**src/common/issue_pkg.sv**
```systemverilog
package issue_pkg;

    ////////////////////////////////////////
    // basic widths
    ////////////////////////////////////////
    localparam int WORD_W = 32;
    localparam int IDX_W  = 5;

    typedef logic [WORD_W-1:0] word_t;     // data or instruction word
    typedef logic [IDX_W-1:0]  reg_idx_t;  // register index
    typedef logic [WORD_W-1:0] pc_t;

    ////////////////////////////////////////
    // queue sizing
    ////////////////////////////////////////
    localparam int QUEUE_DEPTH = 16;
    localparam int FULL_MARGIN = 4;        // room for one pair still in decode

    typedef logic [$clog2(QUEUE_DEPTH)-1:0] ptr_t;
    typedef logic [$clog2(QUEUE_DEPTH):0]   count_t;  // 0 .. QUEUE_DEPTH
    typedef logic [1:0]                     issue_num_t;

    ////////////////////////////////////////
    // packet layout
    ////////////////////////////////////////
    localparam int PKT_W = 76;

    typedef logic [PKT_W-1:0] pkt_t;

    localparam int PKT_PC_LSB   = 44;      // [75:44]
    localparam int PKT_INST_LSB = 12;      // [43:12]
    // rd is not stored twice, it is the rd field of the instruction itself
    localparam int PKT_RD_LSB   = PKT_INST_LSB + 7;
    localparam int PKT_RS1_LSB  = 7;       // [11:7], zero when unused
    localparam int PKT_RS2_LSB  = 2;       // [6:2], zero when unused
    localparam int PKT_WRD_BIT  = 1;
    localparam int PKT_URS2_BIT = 0;

    // opcodes that change the register flags
    localparam logic [6:0] OPC_STORE  = 7'b0100011;
    localparam logic [6:0] OPC_BRANCH = 7'b1100011;
    localparam logic [6:0] OPC_LUI    = 7'b0110111;

    ////////////////////////////////////////
    // control register map
    ////////////////////////////////////////
    localparam logic [1:0] CSR_CTRL   = 2'd0;
    localparam logic [1:0] CSR_STATUS = 2'd1;
    localparam logic [1:0] CSR_ISSUED = 2'd2;

    localparam int CTRL_HOLD_BIT  = 0;
    localparam int CTRL_FLUSH_BIT = 1;

endpackage

```
**src/hw/inst_decode.sv**
```systemverilog
module inst_decode (
    input  logic               clk,
    input  logic               rstn,
    input  logic               i_flush,
    input  logic [1:0]         i_fetch_valid,
    input  issue_pkg::pc_t     i_fetch_pc,
    input  issue_pkg::word_t   i_inst0,
    input  issue_pkg::word_t   i_inst1,
    input  logic               i_ready,
    output issue_pkg::pkt_t    o_pkt0,
    output issue_pkg::pkt_t    o_pkt1,
    output logic [1:0]         o_pkt_valid
);

    logic       accept;
    logic [1:0] pkt_valid_q;

    // builds one packet from an instruction word
    function automatic issue_pkg::pkt_t make_pkt(input issue_pkg::pc_t pc,
                                                 input issue_pkg::word_t inst);
        logic [6:0]      opc;
        logic            no_rd;
        logic            no_src;
        issue_pkg::pkt_t pkt;
        opc    = inst[6:0];
        no_rd  = (opc == issue_pkg::OPC_STORE) || (opc == issue_pkg::OPC_BRANCH);
        no_src = (opc == issue_pkg::OPC_LUI);
        pkt    = '0;
        pkt[issue_pkg::PKT_PC_LSB +: issue_pkg::WORD_W]   = pc;
        pkt[issue_pkg::PKT_INST_LSB +: issue_pkg::WORD_W] = inst;
        pkt[issue_pkg::PKT_RS1_LSB +: issue_pkg::IDX_W]   = no_src ? '0 : inst[19:15];
        pkt[issue_pkg::PKT_RS2_LSB +: issue_pkg::IDX_W]   = no_src ? '0 : inst[24:20];
        // x0 as destination never counts as a write
        pkt[issue_pkg::PKT_WRD_BIT]  = !no_rd &&
                                       (pkt[issue_pkg::PKT_RD_LSB +: issue_pkg::IDX_W] != '0);
        pkt[issue_pkg::PKT_URS2_BIT] = !no_src;
        return pkt;
    endfunction

    assign accept = i_ready && i_fetch_valid[0];  // slot 1 never valid alone

    always_ff @(posedge clk or negedge rstn) begin
        if (!rstn) begin
            pkt_valid_q <= 2'b00;
        end else begin
            pkt_valid_q <= accept ? i_fetch_valid : 2'b00;
        end
    end

    always_ff @(posedge clk) begin
        if (accept) begin
            o_pkt0 <= make_pkt(i_fetch_pc, i_inst0);
            o_pkt1 <= make_pkt(i_fetch_pc + issue_pkg::pc_t'(4), i_inst1);  // second slot pc
        end
    end

    // a pending pair dies with the flush, the new one above survives
    assign o_pkt_valid = pkt_valid_q & {2{~i_flush}};

endmodule

```
**config.mk**
```make
export PLATFORM = sky130hd
export DESIGN_NAME = inst_decode
export DESIGN_NICKNAME = d
export VERILOG_FILES = /design/src/common/issue_pkg.sv /design/src/hw/inst_decode.sv
export SDC_FILE = /design/constraint.sdc
export NUM_CORES = 1
export LEC_CHECK = 0
export BUFFER_PORTS_ARGS = -buffer_cell sky130_fd_sc_hd__buf_2
export CAP_MARGIN = 30
export CORE_AREA = 2 2 157 82
export DETAILED_ROUTE_END_ITERATION = 8
export DIE_AREA = 0 0 159 84
export GPL_TIMING_DRIVEN = 0
export PLACE_DENSITY = 0.88
export SYNTH_ARGS = -nofsm -noshare
export SYNTH_HDL_FRONTEND = slang
export SYNTH_SLANG_ARGS = --single-unit
export TNS_END_PERCENT = 20
```
**constraint.sdc**
```tcl
create_clock -name clk -period 0.8 [get_ports clk]
set_input_delay 0.24 -clock clk [delete_from_list [all_inputs] [get_ports clk]]
set_output_delay 0.24 -clock clk [all_outputs]
set_load 0.02 [all_outputs]
```
# Yosys cells after proc, flatten, opt, wreduce, memory -nomap -nowiden
# Index checks and enable logic that the tools add are counted.
[totals]
ff_bits = 154
in_bits = 102
out_inout_bits = 154
wordCells = 26
[classes]
add_sub_neg = 1
n_eq_ne = 6
n_mux = 1
bitwise_logic = 2
reduce_logical = 11
[ops]
columns = ["cell", "count"]
rows = [
  ["32-bit by 3-bit adder with 32-bit output (second input constant)", 1],
  ["7-bit by 6-bit equality test with 1-bit output (second input constant)", 4],
  ["7-bit equality test (second input constant)", 2],
  ["5-bit nonzero test", 2],
  ["1-bit zero test", 4],
  ["1-bit logical AND", 3],
  ["2-bit bitwise AND", 1],
  ["1-bit logical OR", 2],
  ["2-bit two-way mux", 1],
  ["1-bit NOT", 1],
]

# Logic depth before layout (Yosys ltp)
[logic_depth]
word_depth = 4
ltp_mapped = 5
depth_no_buf = 5

# Worst setup path before layout
# Ideal clock, no wire load.
[synth_timing]
path_type = "input port to flip-flop"
start = "in i_ready"
end = "reg o_pkt0[0], enable pin"
setup_ns = 0.527
arrival_time_ns = 3.663
t_required_ns = 0.273
slack_ns = -3.390
cell_stages = 1
path_buffers = 0
cell_sequence = "and2_1"
[synth_via]
elab_chain_cells = 1
[synth_rtl]
columns = ["item", "line", "text"]
rows = [
  ["from (decl)", "inst_decode.sv:9", "input logic i_ready,"],
  ["1-bit logical AND", "inst_decode.sv:40", "assign accept = i_ready && i_fetch_valid[0];"],
  ["to (signal assigned)", "inst_decode.sv:52", "o_pkt0 <= make_pkt(i_fetch_pc, i_inst0);"],
  ["to (decl)", "inst_decode.sv:10", "output issue_pkg::pkt_t o_pkt0,"],
]
# Every way passes these cells.
# A chain may end at the register's enable or synchronous reset.

==> results.md <==
- H-tree levels: 4
- Failing checks: negative setup slack
- Design Power: 19.6 mW
- CP startpoint kind: flop
- Setup WS pre-CTS: -1240 ps
- Setup TNS Final: -64860 ps
- Hold path depth: 1
- Worst Tran Pin Value: 467 ps
- Syn Nets: 376
- Slowest CP cell: edfxtp_1
- Routed WL: 14800 um
- Ys async rst share: 1.32%
- Worst Hold End: o_pkt0[38]$_DFFE_PN_
- Via-to-Cell Ratio: 4.82
- RSZ-0062 raised after global routing: true
- Ranking of synthesized cells by area: edfxtp_1, xnor2_1, nor2b_1
- Worst path cell trace: buf_6 -> buf_6
- # DRC: 0
- Layout Nets: 678
- Fill cell count: 868
- Post-synth EDFFs: 150
- Top-count cell post-synth: edfxtp_1
- Post-synthesis sequential element count: 152
- CP endpoint kind: output port
- Slew Limit Fails: 0
- WP buf/inv: 2
- Final hold vios: 0
- Most common cell on crit path: buf_6
- Status: finished with violations
- Data required, critical path: 560 ps
- Clk pin slew, worst setup/hold paths: 60 ps
- DPL Wire Length: 9590 um
- Max Cap Viol: 0
- Die area: 13400 um2
- Post-DRT Antenna Nets: 0
- Total CTS buffers: 17
- Yosys warns: 0
- Initial core utilization: 44.2%
- Hold Path Class: input pin to flop
- GRT Overall Usage: 22.0%
- Synthesized area: 5390 um2
- Die H: 84 um
- Area Growth Syn to Fin: 52.2%
- IO Port Bufs: 255
- Die X-Extent: 159 um
- # clock sinks: 152
- Most used DFF post-synth: edfxtp_1
- Ratio of total power to cell area: 2390 nW/um2
- Arr. time, crit path: 1090 ps
- First-pass GRT wire length: 21600 um
- Hold path start: i_inst0[26]
- CP peak stage delay: 420 ps
- Synth area leader: edfxtp_1
- Site Rows: 29
- Leak Pwr: 3.27 nW
- DR WL/cell: 19.5 um
- Worst Path Class, Setup: flop to output port
- # setup viols final: 198
- Fin crit period: 1330 ps
- Distinct cells, synth: 29
- Worst VDD drop: 0.00106 V
- CTS max path bufs: 2
- Footprint of the multi-input gates: 897 um2
- Num ports: 256
- CP top delay family: flip-flops
- Fmax: 0.754 GHz
- Max_slew headroom: 68.8%
- Layout cells sized above 1: 54.9%
- Via Count: 3661
- Util after Layout: 67.2%
- Top cell type's share of synthesized area: 83.6%
- Register area: 4550 um2
- Avg Inst Size Synth: 19.7 um2
- Root Driver: clkbuf_16
- Area of the core: 12200 um2
- Worst Setup Slack, final: -527 ps
- CTS tree: built
- TritonRoute pass-1 iters: 4
- Largest net degree at the start of global routing: 42
- CP Max Fanout: 2
- Gate count after technology mapping: 273
- Routability Congestion: 0.857
- Number of global-route vias before repair: 3864
- Sequential area share after synthesis: 84.5%
- Period utilization: 166%
- GRT overflow: 0
- Post-synth top cells: edfxtp_1, xnor2_1, nor2b_1
- First DRT Iteration DRCs: 246
- Initial antenna violation count: 1
==> registers in the layout, indices dropped and copies added (netlist names) <==
name and flops:
pkt_valid_q 2, o_pkt1 74, o_pkt0 76
==> how the worst max path moves through the flow <==
stage	startpoint	end	slack (ps)	depth (start not counted)
5_1_grt	o_pkt0[45]$_DFFE_PN_	o_pkt1[45]	-550	2
2_1_floorplan	i_fetch_valid[0]	o_pkt0[0]$_DFFE_PN_	-940	1
3_3_place_gp	i_fetch_valid[0]	o_pkt1[60]$_DFFE_PN_	-1330	2
6_report	o_pkt0[45]$_DFFE_PN_	o_pkt1[45]	-530	2
3_5_place_dp	i_fetch_pc[2]	o_pkt1[70]$_DFFE_PN_	-1240	6
4_1_cts	o_pkt0[45]$_DFFE_PN_	o_pkt1[45]	-530	2
==> power by group <==
part           switching (mW)  total (mW)  internal [mW]
Sequential              0.169        9.52           9.35
Clock                    3.18        7.78           4.60
Combinational            1.37        2.30          0.927
Total                    4.73        19.6           14.9
==> metal layers <==
layer | GRT usage, % | vias to the layer above | part of all wire (%)
met5 | 0 | - | 0
met4 | 8.76 | 0 | 1.3
met3 | 7.30 | 15 | 8.1
met2 | 37.9 | 159 | 53
met1 | 25.7 | 1824 | 38
li1 | - | 1663 | -
==> layout make-up <==
cell class              count  area share (%)
diodes                      2          0.0611
plain buffers               5           0.748
clock buffers              17            5.19
clock inverters            15            1.82
inverters                   4           0.183
multi-input cells         114            10.9
flip-flops and latches    152            55.6
well taps                 170            2.59
repair buffers            281            22.9
==> placed cells by master, fill, tap and decap left out, types with 3 or more instances in the layout <==
cell / instances
and3_1: 3
buf_2: 202
buf_4: 11
buf_6: 50
clkbuf_16: 17
clkinv_1: 4
clkinvlp_4: 4
dlygate4sd3_1: 17
edfxtp_1: 150
inv_1: 4
inv_6: 5
nand2_1: 9
nand3_1: 6
nand3_2: 5
nand4_1: 12
nor2b_1: 21
xnor2_1: 24
xor2_1: 4
==> per-stage QoR <==
step                      instances  hold WS (ps)  cell area, um2
after floorplan                 273         -55.6            5390
after global placement          698          24.7            6880
after detailed placement        699          26.6            6910
after CTS                       758         0.583            7940
after global routing            759          1.50            8200
final                           760          17.7            8200
==> timing repair <==
action | CTS | global route
hold buffers | 17 | 0
gates resized for setup | 50 | 83
gates cloned | 3 | 0
setup endpoints to repair | 349 | 233
pin swaps | 21 | 5
setup buffers | 7 | 0
hold endpoints to repair | 18 | 0
==> logic make-up after synthesis <==
family	synth area share, %
adders and majority gates	0.232
buffers and inverters	0.906
AOI/OAI and AO/OA	0.372
DFF	84.5
and+or+nand+nor	9.41
xor gates and xnor gates	4.55
No activity file was read; power rests on OpenSTA's default activity.
