## config.mk

```make
export PLATFORM = sky130hd
export DESIGN_NAME = reg_file
export DESIGN_NICKNAME = d
export VERILOG_FILES = /design/src/common/issue_pkg.sv /design/src/hw/reg_file.sv
export SDC_FILE = /design/constraint.sdc
export NUM_CORES = 2
export LEC_CHECK = 0
export BUFFER_PORTS_ARGS = -buffer_cell sky130_fd_sc_hd__buf_2
export CORE_MARGIN = 2
export CORE_UTILIZATION = 40
export DETAILED_ROUTE_END_ITERATION = 7
export GPL_ROUTABILITY_DRIVEN = 0
export PLACE_DENSITY = 0.67
export SETUP_SLACK_MARGIN = 0.4
export SKIP_CTS_REPAIR_TIMING = 1
export SYNTH_ARGS = -nofsm -noshare
export SYNTH_HDL_FRONTEND = slang
export SYNTH_SLANG_ARGS = --single-unit
```

## constraint.sdc

```tcl
create_clock -name clk -period 3.1 [get_ports clk]
set_input_delay 0.62 -clock clk [delete_from_list [all_inputs] [get_ports clk]]
set_output_delay 0.62 -clock clk [all_outputs]
set_load 0.05 [all_outputs]
```

## src/common/issue_pkg.sv

```systemverilog
package issue_pkg;

    ////////////////////////////////////////
    // basic widths
    ////////////////////////////////////////
    localparam int WORD_W = 32;
    localparam int IDX_W  = 5;

    typedef logic [WORD_W-1:0] word_t;     // data or instruction word
    typedef logic [IDX_W-1:0]  reg_idx_t;  // register index
    typedef logic [WORD_W-1:0] pc_t;

    ////////////////////////////////////////
    // queue sizing
    ////////////////////////////////////////
    localparam int QUEUE_DEPTH = 16;
    localparam int FULL_MARGIN = 4;        // room for one pair still in decode

    typedef logic [$clog2(QUEUE_DEPTH)-1:0] ptr_t;
    typedef logic [$clog2(QUEUE_DEPTH):0]   count_t;  // 0 .. QUEUE_DEPTH
    typedef logic [1:0]                     issue_num_t;

    ////////////////////////////////////////
    // packet layout
    ////////////////////////////////////////
    localparam int PKT_W = 76;

    typedef logic [PKT_W-1:0] pkt_t;

    localparam int PKT_PC_LSB   = 44;      // [75:44]
    localparam int PKT_INST_LSB = 12;      // [43:12]
    // rd is not stored twice, it is the rd field of the instruction itself
    localparam int PKT_RD_LSB   = PKT_INST_LSB + 7;
    localparam int PKT_RS1_LSB  = 7;       // [11:7], zero when unused
    localparam int PKT_RS2_LSB  = 2;       // [6:2], zero when unused
    localparam int PKT_WRD_BIT  = 1;
    localparam int PKT_URS2_BIT = 0;

    // opcodes that change the register flags
    localparam logic [6:0] OPC_STORE  = 7'b0100011;
    localparam logic [6:0] OPC_BRANCH = 7'b1100011;
    localparam logic [6:0] OPC_LUI    = 7'b0110111;

    ////////////////////////////////////////
    // control register map
    ////////////////////////////////////////
    localparam logic [1:0] CSR_CTRL   = 2'd0;
    localparam logic [1:0] CSR_STATUS = 2'd1;
    localparam logic [1:0] CSR_ISSUED = 2'd2;

    localparam int CTRL_HOLD_BIT  = 0;
    localparam int CTRL_FLUSH_BIT = 1;

endpackage

```

## src/hw/reg_file.sv

```systemverilog
module reg_file (
    input  logic                 clk,
    input  logic                 rstn,
    input  logic                 i_wr_en,
    input  issue_pkg::reg_idx_t  i_wr_addr,
    input  issue_pkg::word_t     i_wr_data,
    input  issue_pkg::reg_idx_t  i_raddr0,
    input  issue_pkg::reg_idx_t  i_raddr1,
    input  issue_pkg::reg_idx_t  i_raddr2,
    input  issue_pkg::reg_idx_t  i_raddr3,
    output issue_pkg::word_t     o_rdata0,
    output issue_pkg::word_t     o_rdata1,
    output issue_pkg::word_t     o_rdata2,
    output issue_pkg::word_t     o_rdata3
);

    issue_pkg::word_t regs [32];

    always_ff @(posedge clk or negedge rstn) begin
        if (!rstn) begin
            for (int i = 0; i < 32; i++) begin
                regs[i] <= '0;
            end
        end else if (i_wr_en && (i_wr_addr != '0)) begin  // x0 stays zero
            regs[i_wr_addr] <= i_wr_data;
        end
    end

    // async reads see the old value during a write
    assign o_rdata0 = (i_raddr0 == '0) ? '0 : regs[i_raddr0];
    assign o_rdata1 = (i_raddr1 == '0) ? '0 : regs[i_raddr1];
    assign o_rdata2 = (i_raddr2 == '0) ? '0 : regs[i_raddr2];
    assign o_rdata3 = (i_raddr3 == '0) ? '0 : regs[i_raddr3];

endmodule

```

# ---- After elaboration in Yosys (flattened, before gate mapping)
# Index checks and enable logic that the tools add are counted.
dict set report op_classes {
  mux 19
  bitwise_logic 5
  reduce_logical 7
  magnitude_cmp 6
}
# operator n
set ops {}
lappend ops {{bitwise mux 1024 bit} 1}
lappend ops {{binary-select mux 32 bit (select 5 bit)} 4}
lappend ops {{two-way mux 32 bit} 13}
lappend ops {{demux 32 bit (select 5 bit)} 1}
lappend ops {{>= comparator 6 bit (second input constant)} 5}
lappend ops {{inverter 5 -> 6 bit} 5}
lappend ops {{logical NOT 5 bit} 4}
lappend ops {{less-than comparator 6 x 1 -> 1 bit (second input constant)} 1}
lappend ops {{nonzero test 5 bit} 1}
lappend ops {{logical AND 1 bit} 2}
dict set report word_totals {
  input_bits 60
  ff_bits 1024
}

# ---- Depth between registers and ports, before layout
dict set report logic_depth {
  depth_word 6
  ltp_mapped 8
  depth_no_buf 4
}

# ---- Worst setup path after synthesis
# No wires, ideal clock.
dict set report synth_timing {
  path_kind {input -> output}
  startpoint {input port i_raddr3[0]}
  endpoint {output port o_rdata3[10]}
  arrival_time_ps 2976
  required_ps 2480
  setup_slack_ps -496
  stages 7
  n_path_buf 4
  cell_sequence {buf_2 > inv_1 > buf_2 > buf_2 > clkbuf_1 > o2111ai_1 > a311oi_1}
}
dict set report synth_between {
  elab_chain_len 5
  elab_cells_between_ends 6
}
# element line_no
set synth_rtl {}
lappend synth_rtl {{start: declaration} reg_file.sv:10} ;# input issue_pkg::reg_idx_t i_raddr3,
lappend synth_rtl {{inverter 5 -> 6 bit (implied by the code)} reg_file.sv:33} ;# assign o_rdata3 = (i_raddr3 == '0) ? '0 : regs[i_raddr3];
lappend synth_rtl {{binary-select mux 32 bit (select 5 bit)} reg_file.sv:33}
lappend synth_rtl {{two-way mux 32 bit (implied by the code) (2 in series)} reg_file.sv:33}
lappend synth_rtl {{two-way mux 32 bit (*)} reg_file.sv:33}
lappend synth_rtl {{end: declaration} reg_file.sv:14} ;# output issue_pkg::word_t o_rdata3
# Every way passes the cells marked *; elsewhere a longest branch is shown, timed or not. The select of a mux whose other input is x is not followed.

# ---- Final worst setup path
dict set report layout_timing {
  startpoint {register regs[36] (netlist bit)}
  endpoint {output port o_rdata1[4]}
}
dict set report layout_between {
  elab_chain_len 4
}
# element line_no
set layout_rtl {}
lappend layout_rtl {{start: declaration} reg_file.sv:17} ;# issue_pkg::word_t regs [32];
lappend layout_rtl {{start signal: indexed assignment} reg_file.sv:25} ;# regs[i_wr_addr] <= i_wr_data;
lappend layout_rtl {{binary-select mux 32 bit (select 5 bit)} reg_file.sv:31} ;# assign o_rdata1 = (i_raddr1 == '0) ? '0 : regs[i_raddr1];
lappend layout_rtl {{two-way mux 32 bit (implied by the code) (2 in series)} reg_file.sv:31}
lappend layout_rtl {{two-way mux 32 bit} reg_file.sv:31}
lappend layout_rtl {{end: declaration} reg_file.sv:12} ;# output issue_pkg::word_t o_rdata1,
# Every way passes these cells. The select of a mux whose other input is x is not followed.

==> flow_metrics.py <==
metrics = {
    "timing": {
        "max_slew_margin": 0.364,
        "hold_viol_final": 0,
        "setup_violations": 103,
        "rsz0062_at_grt": "true",
        "hold_slack_ns": 0.415,
        "finClkSkew_ns": 0,
        "clock.fmax_ghz": 0.295,
        "slew_violations": 0,
        "min_period_over_period": 1.09,
        "layout_setup_ws_ns": -0.286,
        "tightest_slew_ns": 0.954,
        "fin_crit_ns": 3.39,
        "tns_ns": -9.90,
    },
    "cts": {
        "insertion_delay_ns": 0.78,
        "clock-sinks": 1024,
        "cts_inserted_buffers": 113,
        "cts_buffer_depth": 3,
        "cts-htree-levels": 3,
        "clk_pin_slew_ns": 0.07,
        "cts_tree": "done",
        "clock-root-buffer": "clkbuf_16",
    },
    "layout": {
        "finalNonFillerCells": 8404,
        "nets": 6017,
        "fin_area_um2": 97100,
        "top_regs": "regs (1024)",
        "drive_gt1_frac": 0.686,
        "seq_area_um2": 25700,
        "fillCellCount": 13800,
        "multiInputGateArea_um2": 47800,
        "largest_register_ffs": 1024,
        "regMostFlops": "regs",
        "final_cell_mix": "mux2_2, dfrtp_1, mux4_2",
        "final_util": 0.550,
        "area_delta_synth_final_pct": 36.4,
        "final_common_cell": "mux2_2",
    },
    "grt": {
        "grt_first_pass_wirelength_mm": 440,
        "grt_pass1_vias": 58100,
        "antenna_found_initial": 23,
        "track_usage": 0.340,
        "gr-total-overflow": 0,
        "grt_max_degree": 110,
    },
    "worst_hold_path": {
        "hp-class": "primary input to async pin",
    },
    "synthesis": {
        "synth-async-reset-ratio": 1.00,
        "synthesis.nets": 5182,
        "synth.top_cell.area_share": 0.360,
        "yosysSeqAreaShare": 0.360,
        "ys_warn_count": 0,
        "netlist_top_cells_area": "dfrtp_1, mux4_2, mux2_2",
        "dominantRegCellSynth": "dfrtp_1",
        "syn_inst": 5122,
        "synth-edff-count": 0,
        "syn_area_um2": 71200,
        "synth_area_leader_cell": "dfrtp_1",
        "syn_avg_cell_area_um2": 13.9,
        "ys_ff_latch": 1024,
        "synth_cell_types": 43,
    },
    "setup_path": {
        "crit_fanout": 4,
        "cp_cell_sequence": "mux4_2 -> mux2_4 -> a221oi_2 -> buf_4 -> a211oi_4 -> buf_6 -> buf_12",
        "worstSetupPathType": "register to output port",
        "cp_top_family": "multiplexers",
        "cp.buffers_inverters": 3,
        "crit_required_ns": 2.48,
        "arrival_ns": 2.77,
        "slowest_delay_ns": 0.48,
        "slowest_stage": "mux4_2",
        "cp-end-kind": "output port",
        "startpoint_type": "register",
    },
    "floorplan": {
        "die_y_um": 426,
        "die_x_um": 426,
        "rows": 154,
        "io_pins": 188,
        "start_util": 0.403,
        "dieArea_um2": 181000,
        "core-area_um2": 176000,
    },
    "routing": {
        "dr.pass1.iters": 8,
        "vias": 60900,
        "wl_per_cell_um": 38.9,
        "dr.first_iter.drc_count": 9218,
        "routed_via_density": 7.24,
        "wl_mm": 327,
        "antenna_left": 0,
        "post-route-drc-count": 0,
    },
    "placed_design": {
        "dpl-instance-area_um2": 86500,
        "hpwl_mm": 203,
        "dpl.cell_count": 7829,
        "dp_worst_setup_slack_ns": -0.303,
        "numPortBuffers": 187,
    },
    "flow_run": {
        "cap_viol_max_count": 0,
    },
    "pwr": {
        "ir_drop_mv": 0.524,
        "p_leak_nw": 40.3,
        "p_total_mw": 53.7,
        "power_density_nw_per_um2": 553,
    },
    "status": {
        "violations": "negative setup slack",
        "status": "complete, but fails checks",
    },
}
-- final timing paths --
kind                                        startpoint                endpoint  slack (ns)  cells after the start
worst max-delay path              regs[36]$_DFFE_PN0P_             o_rdata1[4]       -0.29                      7
worst min-delay path                              rstn   regs[791]$_DFFE_PN0P_        0.41                      2
worst max register to register     regs[3]$_DFFE_PN0P_     regs[3]$_DFFE_PN0P_        2.03                      3
worst min register to register  regs[1020]$_DFFE_PN0P_  regs[1020]$_DFFE_PN0P_        0.44                      0
max in group asynchronous                         rstn   regs[645]$_DFFE_PN0P_        1.54                      3
min in group clk                regs[1020]$_DFFE_PN0P_  regs[1020]$_DFFE_PN0P_        0.44                      0
-- cells by family after synthesis --
group | Yosys count | synth area share
flops | 1024 | 0.360
compound gates | 738 | 0.0766
simple gates | 341 | 0.0244
mux | 2368 | 0.494
buf+inv | 651 | 0.0448
-- power by group --
group | internal (mW) | switching [mW] | leakage (nW)
clock | 9.14 | 6.24 | 2.04
combinational | 10.6 | 8.29 | 25.1
sequential | 15.9 | 3.45 | 13.1
-- synth_stat cells (all sizes together) (6+ instances only) --
library cell,count
a22oi,128
o21ai,162
mux4,800
a21oi,32
a311oi,96
o221ai,64
clkbuf,331
nand2,139
mux2,1120
o2111ai,30
buf,316
nor2,25
mux2i,448
nand4,33
nor2b,113
a211oi,128
nand2b,6
dfrtp,1024
a221oi,98
-- cell type report --
type / instances / area share
antenna: 9 / 0.000232
tap: 2340 / 0.0301
timing repair buffer: 1367 / 0.170
sequential: 1024 / 0.265
multi-input combinational: 3447 / 0.492
clock buffer: 156 / 0.0341
inverter: 4 / 0.000232
clock inverter: 57 / 0.00919
-- layer usage --
metal,track usage,vias to the layer above,part of all wire
met5,0,-,0.00053
met2,0.491,5658,0.42
met4,0.271,28,0.10
met1,0.417,31000,0.33
met3,0.111,1697,0.14
li1,-,22400,-
Note: power is estimated with default switching activity, not from simulation.
