`src/common/issue_pkg.sv`:
```
package issue_pkg;

    ////////////////////////////////////////
    // basic widths
    ////////////////////////////////////////
    localparam int WORD_W = 32;
    localparam int IDX_W  = 5;

    typedef logic [WORD_W-1:0] word_t;     // data or instruction word
    typedef logic [IDX_W-1:0]  reg_idx_t;  // register index
    typedef logic [WORD_W-1:0] pc_t;

    ////////////////////////////////////////
    // queue sizing
    ////////////////////////////////////////
    localparam int QUEUE_DEPTH = 16;
    localparam int FULL_MARGIN = 4;        // room for one pair still in decode

    typedef logic [$clog2(QUEUE_DEPTH)-1:0] ptr_t;
    typedef logic [$clog2(QUEUE_DEPTH):0]   count_t;  // 0 .. QUEUE_DEPTH
    typedef logic [1:0]                     issue_num_t;

    ////////////////////////////////////////
    // packet layout
    ////////////////////////////////////////
    localparam int PKT_W = 76;

    typedef logic [PKT_W-1:0] pkt_t;

    localparam int PKT_PC_LSB   = 44;      // [75:44]
    localparam int PKT_INST_LSB = 12;      // [43:12]
    // rd is not stored twice, it is the rd field of the instruction itself
    localparam int PKT_RD_LSB   = PKT_INST_LSB + 7;
    localparam int PKT_RS1_LSB  = 7;       // [11:7], zero when unused
    localparam int PKT_RS2_LSB  = 2;       // [6:2], zero when unused
    localparam int PKT_WRD_BIT  = 1;
    localparam int PKT_URS2_BIT = 0;

    // opcodes that change the register flags
    localparam logic [6:0] OPC_STORE  = 7'b0100011;
    localparam logic [6:0] OPC_BRANCH = 7'b1100011;
    localparam logic [6:0] OPC_LUI    = 7'b0110111;

    ////////////////////////////////////////
    // control register map
    ////////////////////////////////////////
    localparam logic [1:0] CSR_CTRL   = 2'd0;
    localparam logic [1:0] CSR_STATUS = 2'd1;
    localparam logic [1:0] CSR_ISSUED = 2'd2;

    localparam int CTRL_HOLD_BIT  = 0;
    localparam int CTRL_FLUSH_BIT = 1;

endpackage

```
`src/hw/issue_csr.sv`:
```
module issue_csr (
    input  logic                   clk,
    input  logic                   rstn,
    input  logic                   i_wb_cyc,
    input  logic                   i_wb_stb,
    input  logic                   i_wb_we,
    input  logic [1:0]             i_wb_adr,
    input  issue_pkg::word_t       i_wb_dat,
    output issue_pkg::word_t       o_wb_dat,
    output logic                   o_wb_ack,
    input  issue_pkg::count_t      i_count,
    input  issue_pkg::issue_num_t  i_issue_num,
    output logic                   o_hold,
    output logic                   o_flush
);

    logic             req;       // new request, not yet acked
    logic             wr;
    issue_pkg::word_t issued;    // issued instruction counter
    issue_pkg::word_t rd_data;

    assign req = i_wb_cyc && i_wb_stb && !o_wb_ack;
    assign wr  = req && i_wb_we;

    ////////////////////////////////////////
    // read mux
    ////////////////////////////////////////
    always_comb begin
        rd_data = '0;
        case (i_wb_adr)
            issue_pkg::CSR_CTRL:   rd_data[issue_pkg::CTRL_HOLD_BIT] = o_hold;  // flush reads 0
            issue_pkg::CSR_STATUS: rd_data = issue_pkg::word_t'(i_count);
            issue_pkg::CSR_ISSUED: rd_data = issued;
            default:               rd_data = '0;
        endcase
    end

    ////////////////////////////////////////
    // control state and counter
    ////////////////////////////////////////
    always_ff @(posedge clk or negedge rstn) begin
        if (!rstn) begin
            o_wb_ack <= 1'b0;
            o_hold   <= 1'b0;
            o_flush  <= 1'b0;
            issued   <= '0;
        end else begin
            o_wb_ack <= req;  // one cycle later, one cycle long
            o_flush  <= wr && (i_wb_adr == issue_pkg::CSR_CTRL) &&
                        i_wb_dat[issue_pkg::CTRL_FLUSH_BIT];
            if (wr && (i_wb_adr == issue_pkg::CSR_CTRL)) begin
                o_hold <= i_wb_dat[issue_pkg::CTRL_HOLD_BIT];
            end
            if (wr && (i_wb_adr == issue_pkg::CSR_ISSUED)) begin
                issued <= '0;  // clear wins over this cycle's issue
            end else begin
                issued <= issued + issue_pkg::word_t'(i_issue_num);
            end
        end
    end

    // read data captured with the ack
    always_ff @(posedge clk) begin
        if (req) begin
            o_wb_dat <= i_wb_we ? '0 : rd_data;
        end
    end

endmodule

```
`config.mk`:
```
export PLATFORM = sky130hd
export DESIGN_NAME = issue_csr
export DESIGN_NICKNAME = d
export VERILOG_FILES = /design/src/common/issue_pkg.sv /design/src/hw/issue_csr.sv
export SDC_FILE = /design/constraint.sdc
export NUM_CORES = 1
export LEC_CHECK = 0
export ABC_AREA = 1
export CAP_MARGIN = 10
export CORE_AREA = 3 3 92 94
export CTS_BUF_LIST = sky130_fd_sc_hd__clkbuf_16
export CTS_CLUSTER_SIZE = 28
export DETAILED_ROUTE_END_ITERATION = 8
export DIE_AREA = 0 0 95 97
export DONT_BUFFER_PORTS = 1
export GPL_TIMING_DRIVEN = 0
export MAX_ROUTING_LAYER = met4
export PLACE_DENSITY = 0.64
export SLEW_MARGIN = 20
export SYNTH_ARGS = -nofsm -noshare
export SYNTH_HDL_FRONTEND = slang
export SYNTH_SLANG_ARGS = --single-unit
```
`constraint.sdc`:
```
create_clock -name clk -period 4.8 [get_ports clk]
set_input_delay 0.48 -clock clk [delete_from_list [all_inputs] [get_ports clk]]
set_output_delay 0.48 -clock clk [all_outputs]
set_load 0.01 [all_outputs]
```
## After elaboration in Yosys (flattened, before gate mapping)

Cells that the tools add are included.

- Logic and storage cells: 19
- Input port bits: 46
- Memory bits (read-only): 0
- Bits in latches: 0
- Memories kept: 0
- Flip-flop bits (word level): 67
- Output and inout bits: 35
- Memory bits (writable): 0

- Muxes and demuxes: 3
- Magnitude comparators: 0
- Add/subtract/negate cells: 1
- Multipliers: 0
- Divide/modulo/power cells: 0
- Bitwise operators: 0
- Eq/ne operators: 2
- Reductions and logical operators: 8
- Shifts and indexed selects: 0

Operators by type and width:

| kind | number |
|---|---|
| 31-bit one-hot mux with 2 select lines | 1 |
| 32-bit by 2-bit adder with 32-bit output | 1 |
| 32-bit two-way mux | 1 |
| 1-bit logical AND | 6 |
| 1-bit one-hot mux with 3 select lines | 1 |
| 2-bit by 1-bit equality test with 1-bit output (second input constant) | 1 |
| 2-bit equality test (second input constant) | 1 |
| 2-bit logical NOT | 1 |
| 1-bit logical NOT | 1 |

## Longest topological paths before layout

Gate-level depths: netlist of run 1.

- Depth in word-level cells: 5
- Gate-level depth with buffers: 10
- Mapped depth without buffers: 10

## Least setup slack after synthesis of run 1

No wires, ideal clock.

- Path kind: in2reg
- Start point: input i_wb_cyc
- End point: register issued[13]
- Data arrival time: 2163 ps
- Path slack: 2516 ps
- Stages on the path: 6
- Required time: 4679 ps
- Path through: nand2_1 > nor2_2 > nand3_2 > inv_2 > buf_2 > nor2_1

- Longest elaborated chain between the ends: 5

RTL lines:

| item | line | RTL |
|---|---|---|
| start, declared | issue_csr.sv:4 | `input logic i_wb_cyc,` |
| 1-bit logical AND (2 in a row) | issue_csr.sv:22 | `assign req = i_wb_cyc && i_wb_stb && !o_wb_ack;` |
| net req | issue_csr.sv:17 | `logic req;` |
| 1-bit logical AND | issue_csr.sv:23 | `assign wr = req && i_wb_we;` |
| 1-bit logical AND | issue_csr.sv:54 | `if (wr && (i_wb_adr == issue_pkg::CSR_ISSUED)) begin` |
| 32-bit two-way mux | issue_csr.sv:54 |  |
| end signal, assigned | issue_csr.sv:57 | `issued <= issued + issue_pkg::word_t'(i_issue_num);` |
| end, declared | issue_csr.sv:19 | `issue_pkg::word_t issued;` |

The timed path passes the listed nets, and every way through them passes these cells.
A chain may end at the register's enable or synchronous reset.

## Final worst setup path of run 1

- Start point: register o_wb_ack
- End point: register issued[29]

- Longest elaborated chain between the ends: 5

RTL lines:

| item | line | RTL |
|---|---|---|
| start, declared | issue_csr.sv:10 | `output logic o_wb_ack,` |
| start signal, assigned | issue_csr.sv:48 | `o_wb_ack <= req;` |
| 1-bit logical NOT | issue_csr.sv:22 |  |
| 1-bit logical AND | issue_csr.sv:22 |  |
| net req | issue_csr.sv:17 |  |
| 1-bit logical AND | issue_csr.sv:23 |  |
| 1-bit logical AND | issue_csr.sv:54 |  |
| 32-bit two-way mux | issue_csr.sv:54 |  |

The timed path passes the listed nets, and every way through them passes these cells.

==> run metrics, run 1 <==
share of layout cells above drive strength 1 13.2%; Syn Inst Count 398; top cells by area, synth edfxtp_1 (28%), dfrtp_1 (26%), nand2_1 (12%), nor2_1 (9.4%), inv_1 (3.9%); Initial DRC Count 104; Max Freq 0.494 GHz; vias per inst 4.91; register-to-register setup slack 2.77 ns; area leader, netlist edfxtp_1; Sw Share 30.5%; cell family with most CP delay simple AND/OR/NAND/NOR gates; final hold vios 0; number of buffers created by CTS 9; Die Area 9220 sq um; WS Path Type reg2reg; register area share after synthesis 53.5%; most common cell in the netlist nand2_1; max-cap viol count 0; Fill cells 722; root buffer cell clkbuf_16; synth cell count leaders nand2_1 (108), nor2_1 (86), inv_1 (36); leak pwr 1.69 nW; H-tree Lvls 3; Mapped Nets 451; Pre-antenna DRT Iters 4; Avg Cell Area, Syn 8.63 sq um; Sum Neg Setup Slack 0 ns; pwr dens 456 nW/um^2; Worst setup endpoint issued[29]; stages on the worst setup path 5; asr flop ratio synth 52.2%; Post-synth EDFFs 32; initial core utilization 44.4%; HP Class in2reg; CP Buf/Inv Count 2; WL final 7360 microns; Reg2Reg Depth 5; synth warn 0; final worst path period share 42.2%; Worst slew margin 60.1%; CP endpoint kind flop; fin crit period 2.03 ns; Total GRT Usage 18.0%; Clk Latency, worst-skew pair 0.33 ns; DP HPWL 5160 microns; port buffer count 0; final setup vio count 0; remaining antenna violation count 0; # diodes 0; final net count 465; DRC violations left 0; ys flop type dfrtp_1; post-synth top area share 28.0%; Internal 1.25 mW; CP Data Arrival Time 2.23 ns; crit path cell chain nor2_4 -> nand3_2 -> inv_2 -> buf_2 -> nor2_1; total grt overflow 0; Finished Layout Cells 519; largest net degree at the start of global routing 36; Clock Sinks 67; Chip Width 95 microns; Worst Skew 0.00606 ns; Net Switching 547 uW; RSZ-0062 raised after global routing no; Layout area overhead 14.5%; Netlist cell types 29; Seq pwr share 43.0%; Worst Path Max Fanout 18; Final Wtd Congestion 0.887; core box area 7730 sq um; reg2reg start o_wb_ack; Worst Tran Pin Value 0.597 ns; setup bufs post-CTS 0; Wirelength per Cell 14.2 microns; Worst VDD drop 0.153 mV; clock power share 38.0%; row cnt 32; CTS tree yes; # IOs 81; vias 2547; reg2reg end issued[29]; WP data required 5.01 ns; status completed; Crit. Startpoint o_wb_ack; clock-pin transition on the worst setup and hold timing paths 0.05 ns; Vert. Die Dim 97 microns; Worst path slowest cell nor2_4; global-route wire length before repair 12400 microns; CP peak stage delay 0.51 ns; Seq cells post-synth 67; initial antenna violation count 0; Clock Tree Buf Depth 2; fin. max-slew vios 0; Mapped Area 3430 sq um; logic gate share of total power 18.9%; startpoint types flop; vias in the first global route 2513; placed cells 501
[metrics by stage]
stage	hold slack (ns)	total power [mW]	worst slack [ns]	utilization, %	cell area (sq um)
CTS	0.264	1.80	2.75	50.9	3930
finish	0.272	1.79	2.77	50.9	3930
global placement	0.186	1.09	1.62	46.1	3560
global route	0.293	1.89	2.60	50.9	3930
detailed placement	0.186	1.11	2.68	46.5	3590
floorplan	0.184	1.03	2.52	-	3430
[layout by cell type (no fill, tap or decap), types with 3 or more instances in the layout]
master	n
a21oi_1	18
dfrtp_1	35
clkbuf_16	9
inv_1	36
nand2_2	7
nor2_2	7
buf_2	4
nor2_1	86
clkinv_1	4
o21ai_1	3
o21ai_0	8
nand2_4	3
nor2_4	6
inv_2	4
edfxtp_1	32
nand3_2	3
xor2_1	3
nand2_1	108
nand3_1	14
ha_1	6
nor2_8	3
[flip-flops by register name (all words and copies together) (netlist names)]
signal    flops
o_hold        1
o_flush       1
o_wb_dat     32
o_wb_ack      1
issued       32
[power groups by stage]
stage | Clock, mW | Sequential [mW] | Combinational, mW
after floorplan | 0 | 0.759 | 0.274
after global placement | 0 | 0.779 | 0.313
after detailed placement | 0 | 0.779 | 0.328
after CTS | 0.692 | 0.770 | 0.342
after global routing | 0.721 | 0.784 | 0.385
final | 0.683 | 0.772 | 0.340
[cell type report]
| cell class | instances | area, sq um | share of cell area, % |
|---|---|---|---|
| inverters | 40 | 150 | 3.82 |
| well taps | 102 | 128 | 3.25 |
| multi-input cells | 284 | 1410 | 36.0 |
| clock inverters | 7 | 82.6 | 2.10 |
| clock buffers | 9 | 225 | 5.73 |
| flip-flops and latches | 67 | 1840 | 46.7 |
| repair buffers | 3 | 57.6 | 1.46 |
| plain buffers | 7 | 38.8 | 0.986 |
[kinds of logic (layout without fill, tap and decap cells)]
kind of cell,Yosys count,in the layout,synth area share [%]
compound gates,33,33,5.17
flops,67,67,53.5
fa+ha+maj,7,7,2.77
simple gates,241,241,32.3
buf+inv,47,66,5.50
xor+xnor,3,3,0.765
[how the worst min path moves through the flow]
stage	from	end	cells past startpoint
6_report	i_wb_dat[0]	o_hold	2
3_5_place_dp	rstn	issued[0]	0
3_3_place_gp	rstn	issued[4]	0
5_1_grt	i_wb_dat[0]	o_hold	2
4_1_cts	i_wb_dat[0]	o_hold	2
2_1_floorplan	rstn	issued[0]	0
[metal layers]
layer | share of wire, % | GRT usage [%]
met1 | 47 | 24.2
met2 | 47 | 26.6
met3 | 4.6 | 3.73
met4 | 1.8 | 7.21
met5 | 0 | -
[what timing repair did]
item	in CTS	in global routing
hold buffers	2	0
endpoints found under the hold margin	35	0
resized for setup	0	0
[worst register-to-register path, stage by stage, from the launching register on]
cell and delay, ns:
dfrtp_1 0.43, nor2_4 0.51, nand3_2 0.35, inv_2 0.25, buf_2 0.29, nor2_1 0.08
No activity file was read; power rests on OpenSTA's default activity.
==> run 2: changes to the inputs <==
ABC_AREA = 0   (was 1)
CORE_AREA = 3 3 87 89   (was 3 3 92 94)
DIE_AREA = 0 0 90 92   (was 0 0 95 97)
clock period = 2.1 ns   (was 4.8 ns; I/O delays follow)
==> run metrics, run 2 <==
Top Metal Used met4; # IOs 81; Total GRT Usage 15.9%; WP data required 2.35 ns; Worst Path Max Fanout 5; Vert. Die Dim 92 microns; hold_sp i_wb_dat[0]; most common cell in the netlist dfrtp_1; WS Path Type reg2reg; status completed; CTS tree yes; Wirelength per Cell 15.8 microns; global-route wire length before repair 10100 microns; Clk Latency, worst-skew pair 0.33 ns; pwr dens 907 nW/um^2; DRC violations left 0; final hold vios 0; Reg2Reg Depth 6; crit path cell chain ha_4 -> a21oi_2 -> or4_4 -> buf_8 -> or4_4 -> a21oi_2; Initial DRC Count 104; Hold Crit Depth 1; # diodes 0; ys flop type dfrtp_1; WL final 6030 microns; setup slack after layout 0.0501 ns; H-tree Lvls 3; WL met2 3050 microns; fin. max-slew vios 0; routed wl met3 314 microns; port buffer count 0; vias 2101; worst hold path endpoint o_hold; top cells by area, synth edfxtp_1 (32%), dfrtp_1 (29%), and2_1 (6.4%), a21oi_1 (3.1%), or4_1 (3.0%); row cnt 30; Mapped Area 3040 sq um; asr flop ratio synth 52.2%; final net count 334; clock-pin transition on the worst setup and hold timing paths 0.05 ns; final setup vio count 0; HP Class in2reg; cell family with most CP delay simple AND/OR/NAND/NOR gates; Mapped Nets 315; max-cap viol count 0; Seq cells post-synth 67; register-to-register setup slack 0.05 ns; vias in the first global route 2093; DP HPWL 4080 microns; Pre-antenna DRT Iters 4; post-route met1 wirelength 2600 microns; DP Worst Slack -0.240 ns; Worst Tran Pin Value 0.616 ns; largest net degree at the start of global routing 36; Die Area 8280 sq um; worst hold margin 0.0289 ns; share of layout cells above drive strength 1 16.4%; CP Buf/Inv Count 1; fin crit period 2.05 ns; area leader, netlist edfxtp_1; initial core utilization 44.5%; remaining antenna violation count 0; Layout area overhead 19.4%; reg2reg start issued[1]; register area share after synthesis 60.4%; Max Freq 0.488 GHz; Chip Width 90 microns; Worst VDD drop 0.652 mV; final worst path period share 97.6%; Worst path slowest cell or4_4; largest registers issued: 32 flops, o_wb_dat: 32 flops; CP Data Arrival Time 2.30 ns; reg2reg end issued[19]; total grt overflow 0; Avg Cell Area, Syn 11.6 sq um; initial antenna violation count 0; core box area 6830 sq um; synth warn 0; synth cell count leaders dfrtp_1 (35), edfxtp_1 (32), and2_1 (31); Worst Skew 0.00651 ns; CP endpoint kind flop; RSZ-0062 raised after global routing yes; vias per inst 5.50; leak pwr 1.40 nW; number of buffers created by CTS 9; Clock Sinks 67; post-synth top area share 31.6%; Clock Tree Buf Depth 2; Worst slew margin 58.4%; Netlist cell types 34; startpoint types flop; Final Wtd Congestion 0.845; Post-synth EDFFs 32; most frequent cells in the layout dfrtp_1 (32), edfxtp_1 (32), and2_1 (31); CP peak stage delay 0.48 ns; root buffer cell clkbuf_16; Syn Inst Count 262
==> run 2: changes by cell type after synthesis, moves of 9 or more <==
| cell | before | now |
|---|---|---|
| nor2_1 | 86 | 17 |
| inv_1 | 36 | 6 |
| and2_1 | 0 | 31 |
| o31ai_1 | 0 | 11 |
| or4_1 | 0 | 12 |
| clkbuf_1 | 2 | 11 |
| nand2_1 | 108 | 12 |
==> run 2: metrics by stage <==
step,setup TNS (ns),util [%],cells,power [mW],area [sq um]
after floorplan,0,-,262,1.84,3040
after global placement,-2.29,46.3,358,1.91,3160
after detailed placement,-2.79,46.8,359,1.93,3200
after CTS,0,51.9,379,3.27,3550
after global routing,-0.0936,53.2,382,3.48,3630
final,0,53.2,382,3.30,3630
==> run 2: metal layers <==
layer	GRT usage, %	vias to the layer above
met1	18.4	1034
met3	6.15	7
met5	-	-
met4	5.23	0
met2	25.5	55
li1	-	1005
==> run 2: layout make-up <==
class	instances	area, sq um
buffer	10	62.6
sequential	67	1840
tap	96	120
multi-input combinational	177	1220
clock buffer	9	225
inverter	6	22.5
clock inverter	7	27.5
fill	610	3200
timing repair buffer	10	110
==> run 2: worst max path at each step <==
| stage | from | end | slack (ns) | cells after the start |
|---|---|---|---|---|
| after floorplan | issued[1] | issued[19] | 0.05 | 6 |
| after CTS | issued[5] | issued[19] | 0.003 | 5 |
| after global placement | issued[1] | issued[31] | -0.21 | 7 |
| final | issued[1] | issued[19] | 0.05 | 6 |
| after global routing | issued[1] | issued[19] | -0.04 | 6 |
| after detailed placement | issued[1] | issued[31] | -0.24 | 7 |
==> run 2: worst reg2reg max path, cell delays in order, from the launching register on <==
cell     delay [ns]
dfrtp_1        0.41
ha_4           0.28
a21oi_2        0.07
or4_4          0.45
buf_8          0.15
or4_4          0.48
a21oi_2        0.14
==> run 2: report_power, final <==
group          internal [mW]  switching (mW)
combinational          0.210           0.191
clock                  0.769           0.495
sequential              1.49           0.144
total                   2.47           0.829
==> run 2: timing repair <==
item,CTS,global route
resized for setup,13,20
endpoints found under the hold margin,35,0
gates cloned,1,0
hold buffers,2,0
setup buffers,2,4
endpoints found under the setup margin,18,15
pin swaps,3,3
==> run 2: cell families after synthesis <==
family,after synthesis,share of synthesized area (%)
simple gates,114,21.7
flops,67,60.4
compound gates,43,8.68
buf+inv,18,2.26
xor+xnor,12,3.46
fa+ha+maj,7,3.13
mux,1,0.370
==> run 3: changes to the inputs <==
clock period = 2.62 ns   (was 2.1 ns; I/O delays follow)
==> run metrics, run 3 (same netlist as run 2, synthesis figures left out) <==
status completed; # diodes 0; CP endpoint kind flop; Clock Tree Buf Depth 2; fin. max-slew vios 0; CP Data Arrival Time 2.56 ns; HP Class in2reg; # IOs 81; vias in the first global route 2119; Vert. Die Dim 92 microns; post-CTS sizing 0; total grt overflow 0; final setup vio count 0; met1 Resource Use GR 18.5%; DRC violations left 0; Clk Latency, worst-skew pair 0.33 ns; root buffer cell clkbuf_16; setup bufs post-CTS 0; WL final 5900 microns; vias per inst 5.38; commonest non-fill, non-tap cell in the layout dfrtp_1; RSZ-0062 raised after global routing no; largest net degree at the start of global routing 36; share of layout cells above drive strength 1 7.83%; DP HPWL 4120 microns; max-cap viol count 0; GRT met2 Usage 25.4%; global-route layer with the greatest usage met2; most frequent cells in the layout dfrtp_1 (35), edfxtp_1 (32), and2_1 (31); worst hold margin 0.0836 ns; Clock Sinks 67; final net count 329; final worst path period share 90.6%; Fill cells 631; pwr dens 745 nW/um^2; hold-fix buffers at CTS 2; remaining antenna violation count 0; WP data required 2.80 ns; leak pwr 1.34 nW; largest registers issued: 32 flops, o_wb_dat: 32 flops; met3 Track Usage GR 5.50%; Max Freq 0.421 GHz; core box area 6830 sq um; WS Path Type reg2reg; Layout area overhead 14.6%; startpoint types flop; Sum Neg Setup Slack 0 ns; clock-pin transition on the worst setup and hold timing paths 0.05 ns; Pre-antenna DRT Iters 4; H-tree Lvls 3; Die Area 8280 sq um; Worst Skew 0.00507 ns; number of buffers created by CTS 9; fin crit period 2.37 ns; final hold vios 0; initial antenna violation count 0; Final Wtd Congestion 0.835; global-route wire length before repair 10100 microns; Worst Tran Pin Value 0.681 ns; row cnt 30; port buffer count 0; Worst VDD drop 0.381 mV; Initial DRC Count 115; CTS tree yes; initial core utilization 44.5%; Wirelength per Cell 15.6 microns; Total GRT Usage 15.9%; Worst Path Max Fanout 10; vias 2029; Worst slew margin 54.0%; Chip Width 90 microns
==> run 3: cell type report <==
class | instances | area, sq um | area share [%]
plain buffers | 12 | 46.3 | 1.33
clock buffers | 9 | 225 | 6.46
clock inverters | 7 | 35.0 | 1.00
inverters | 6 | 22.5 | 0.646
multi-input cells | 177 | 1140 | 32.8
flip-flops and latches | 67 | 1840 | 52.7
well taps | 96 | 120 | 3.44
repair buffers | 3 | 57.6 | 1.65
==> run 3: path summary, 6_finish.rpt <==
| kind | from | to | slack [ns] | depth (start not counted) |
|---|---|---|---|---|
| max in group asynchronous | rstn | issued[26] | 2.05 | 2 |
| worst max register to register | issued[1] | issued[31] | 0.25 | 7 |
| min in group asynchronous | rstn | issued[0] | 0.38 | 2 |
| worst min-delay path | i_wb_dat[0] | o_hold | 0.08 | 1 |
| worst max-delay path | issued[1] | issued[31] | 0.25 | 7 |
| worst min register to register | issued[29] | issued[29] | 0.57 | 2 |
==> run 3: critical path: stages (launching register included) <==
cell and delay, ns:
dfrtp_1 0.41, ha_1 0.31, a21oi_1 0.11, or4_1 0.51, clkbuf_2 0.20, clkbuf_1 0.27
o31ai_1 0.31, a21oi_1 0.10
==> run 3: power by group <==
part | switching [mW] | total (mW) | internal, mW
logic | 0.148 | 0.263 | 0.115
clock network | 0.425 | 1.05 | 0.625
registers | 0.0957 | 1.28 | 1.19
==> run 3: metal layers <==
layer	share of wire, %	wire [microns]
met5	0	0
met4	1.6	94
met3	4.9	290
met2	49	2920
met1	44	2600
==> run 3: metrics by stage <==
step | instance area, sq um | cells | setup slack [ns] | utilization [%] | power [mW]
2_1_floorplan | 3040 | 262 | 0.375 | - | 1.48
3_3_place_gp | 3160 | 358 | -0.197 | 46.3 | 1.54
3_5_place_dp | 3200 | 359 | 0.246 | 46.8 | 1.55
4_1_cts | 3490 | 377 | 0.233 | 51.0 | 2.63
5_1_grt | 3490 | 377 | 0.0878 | 51.0 | 2.72
6_report | 3490 | 377 | 0.247 | 51.0 | 2.60
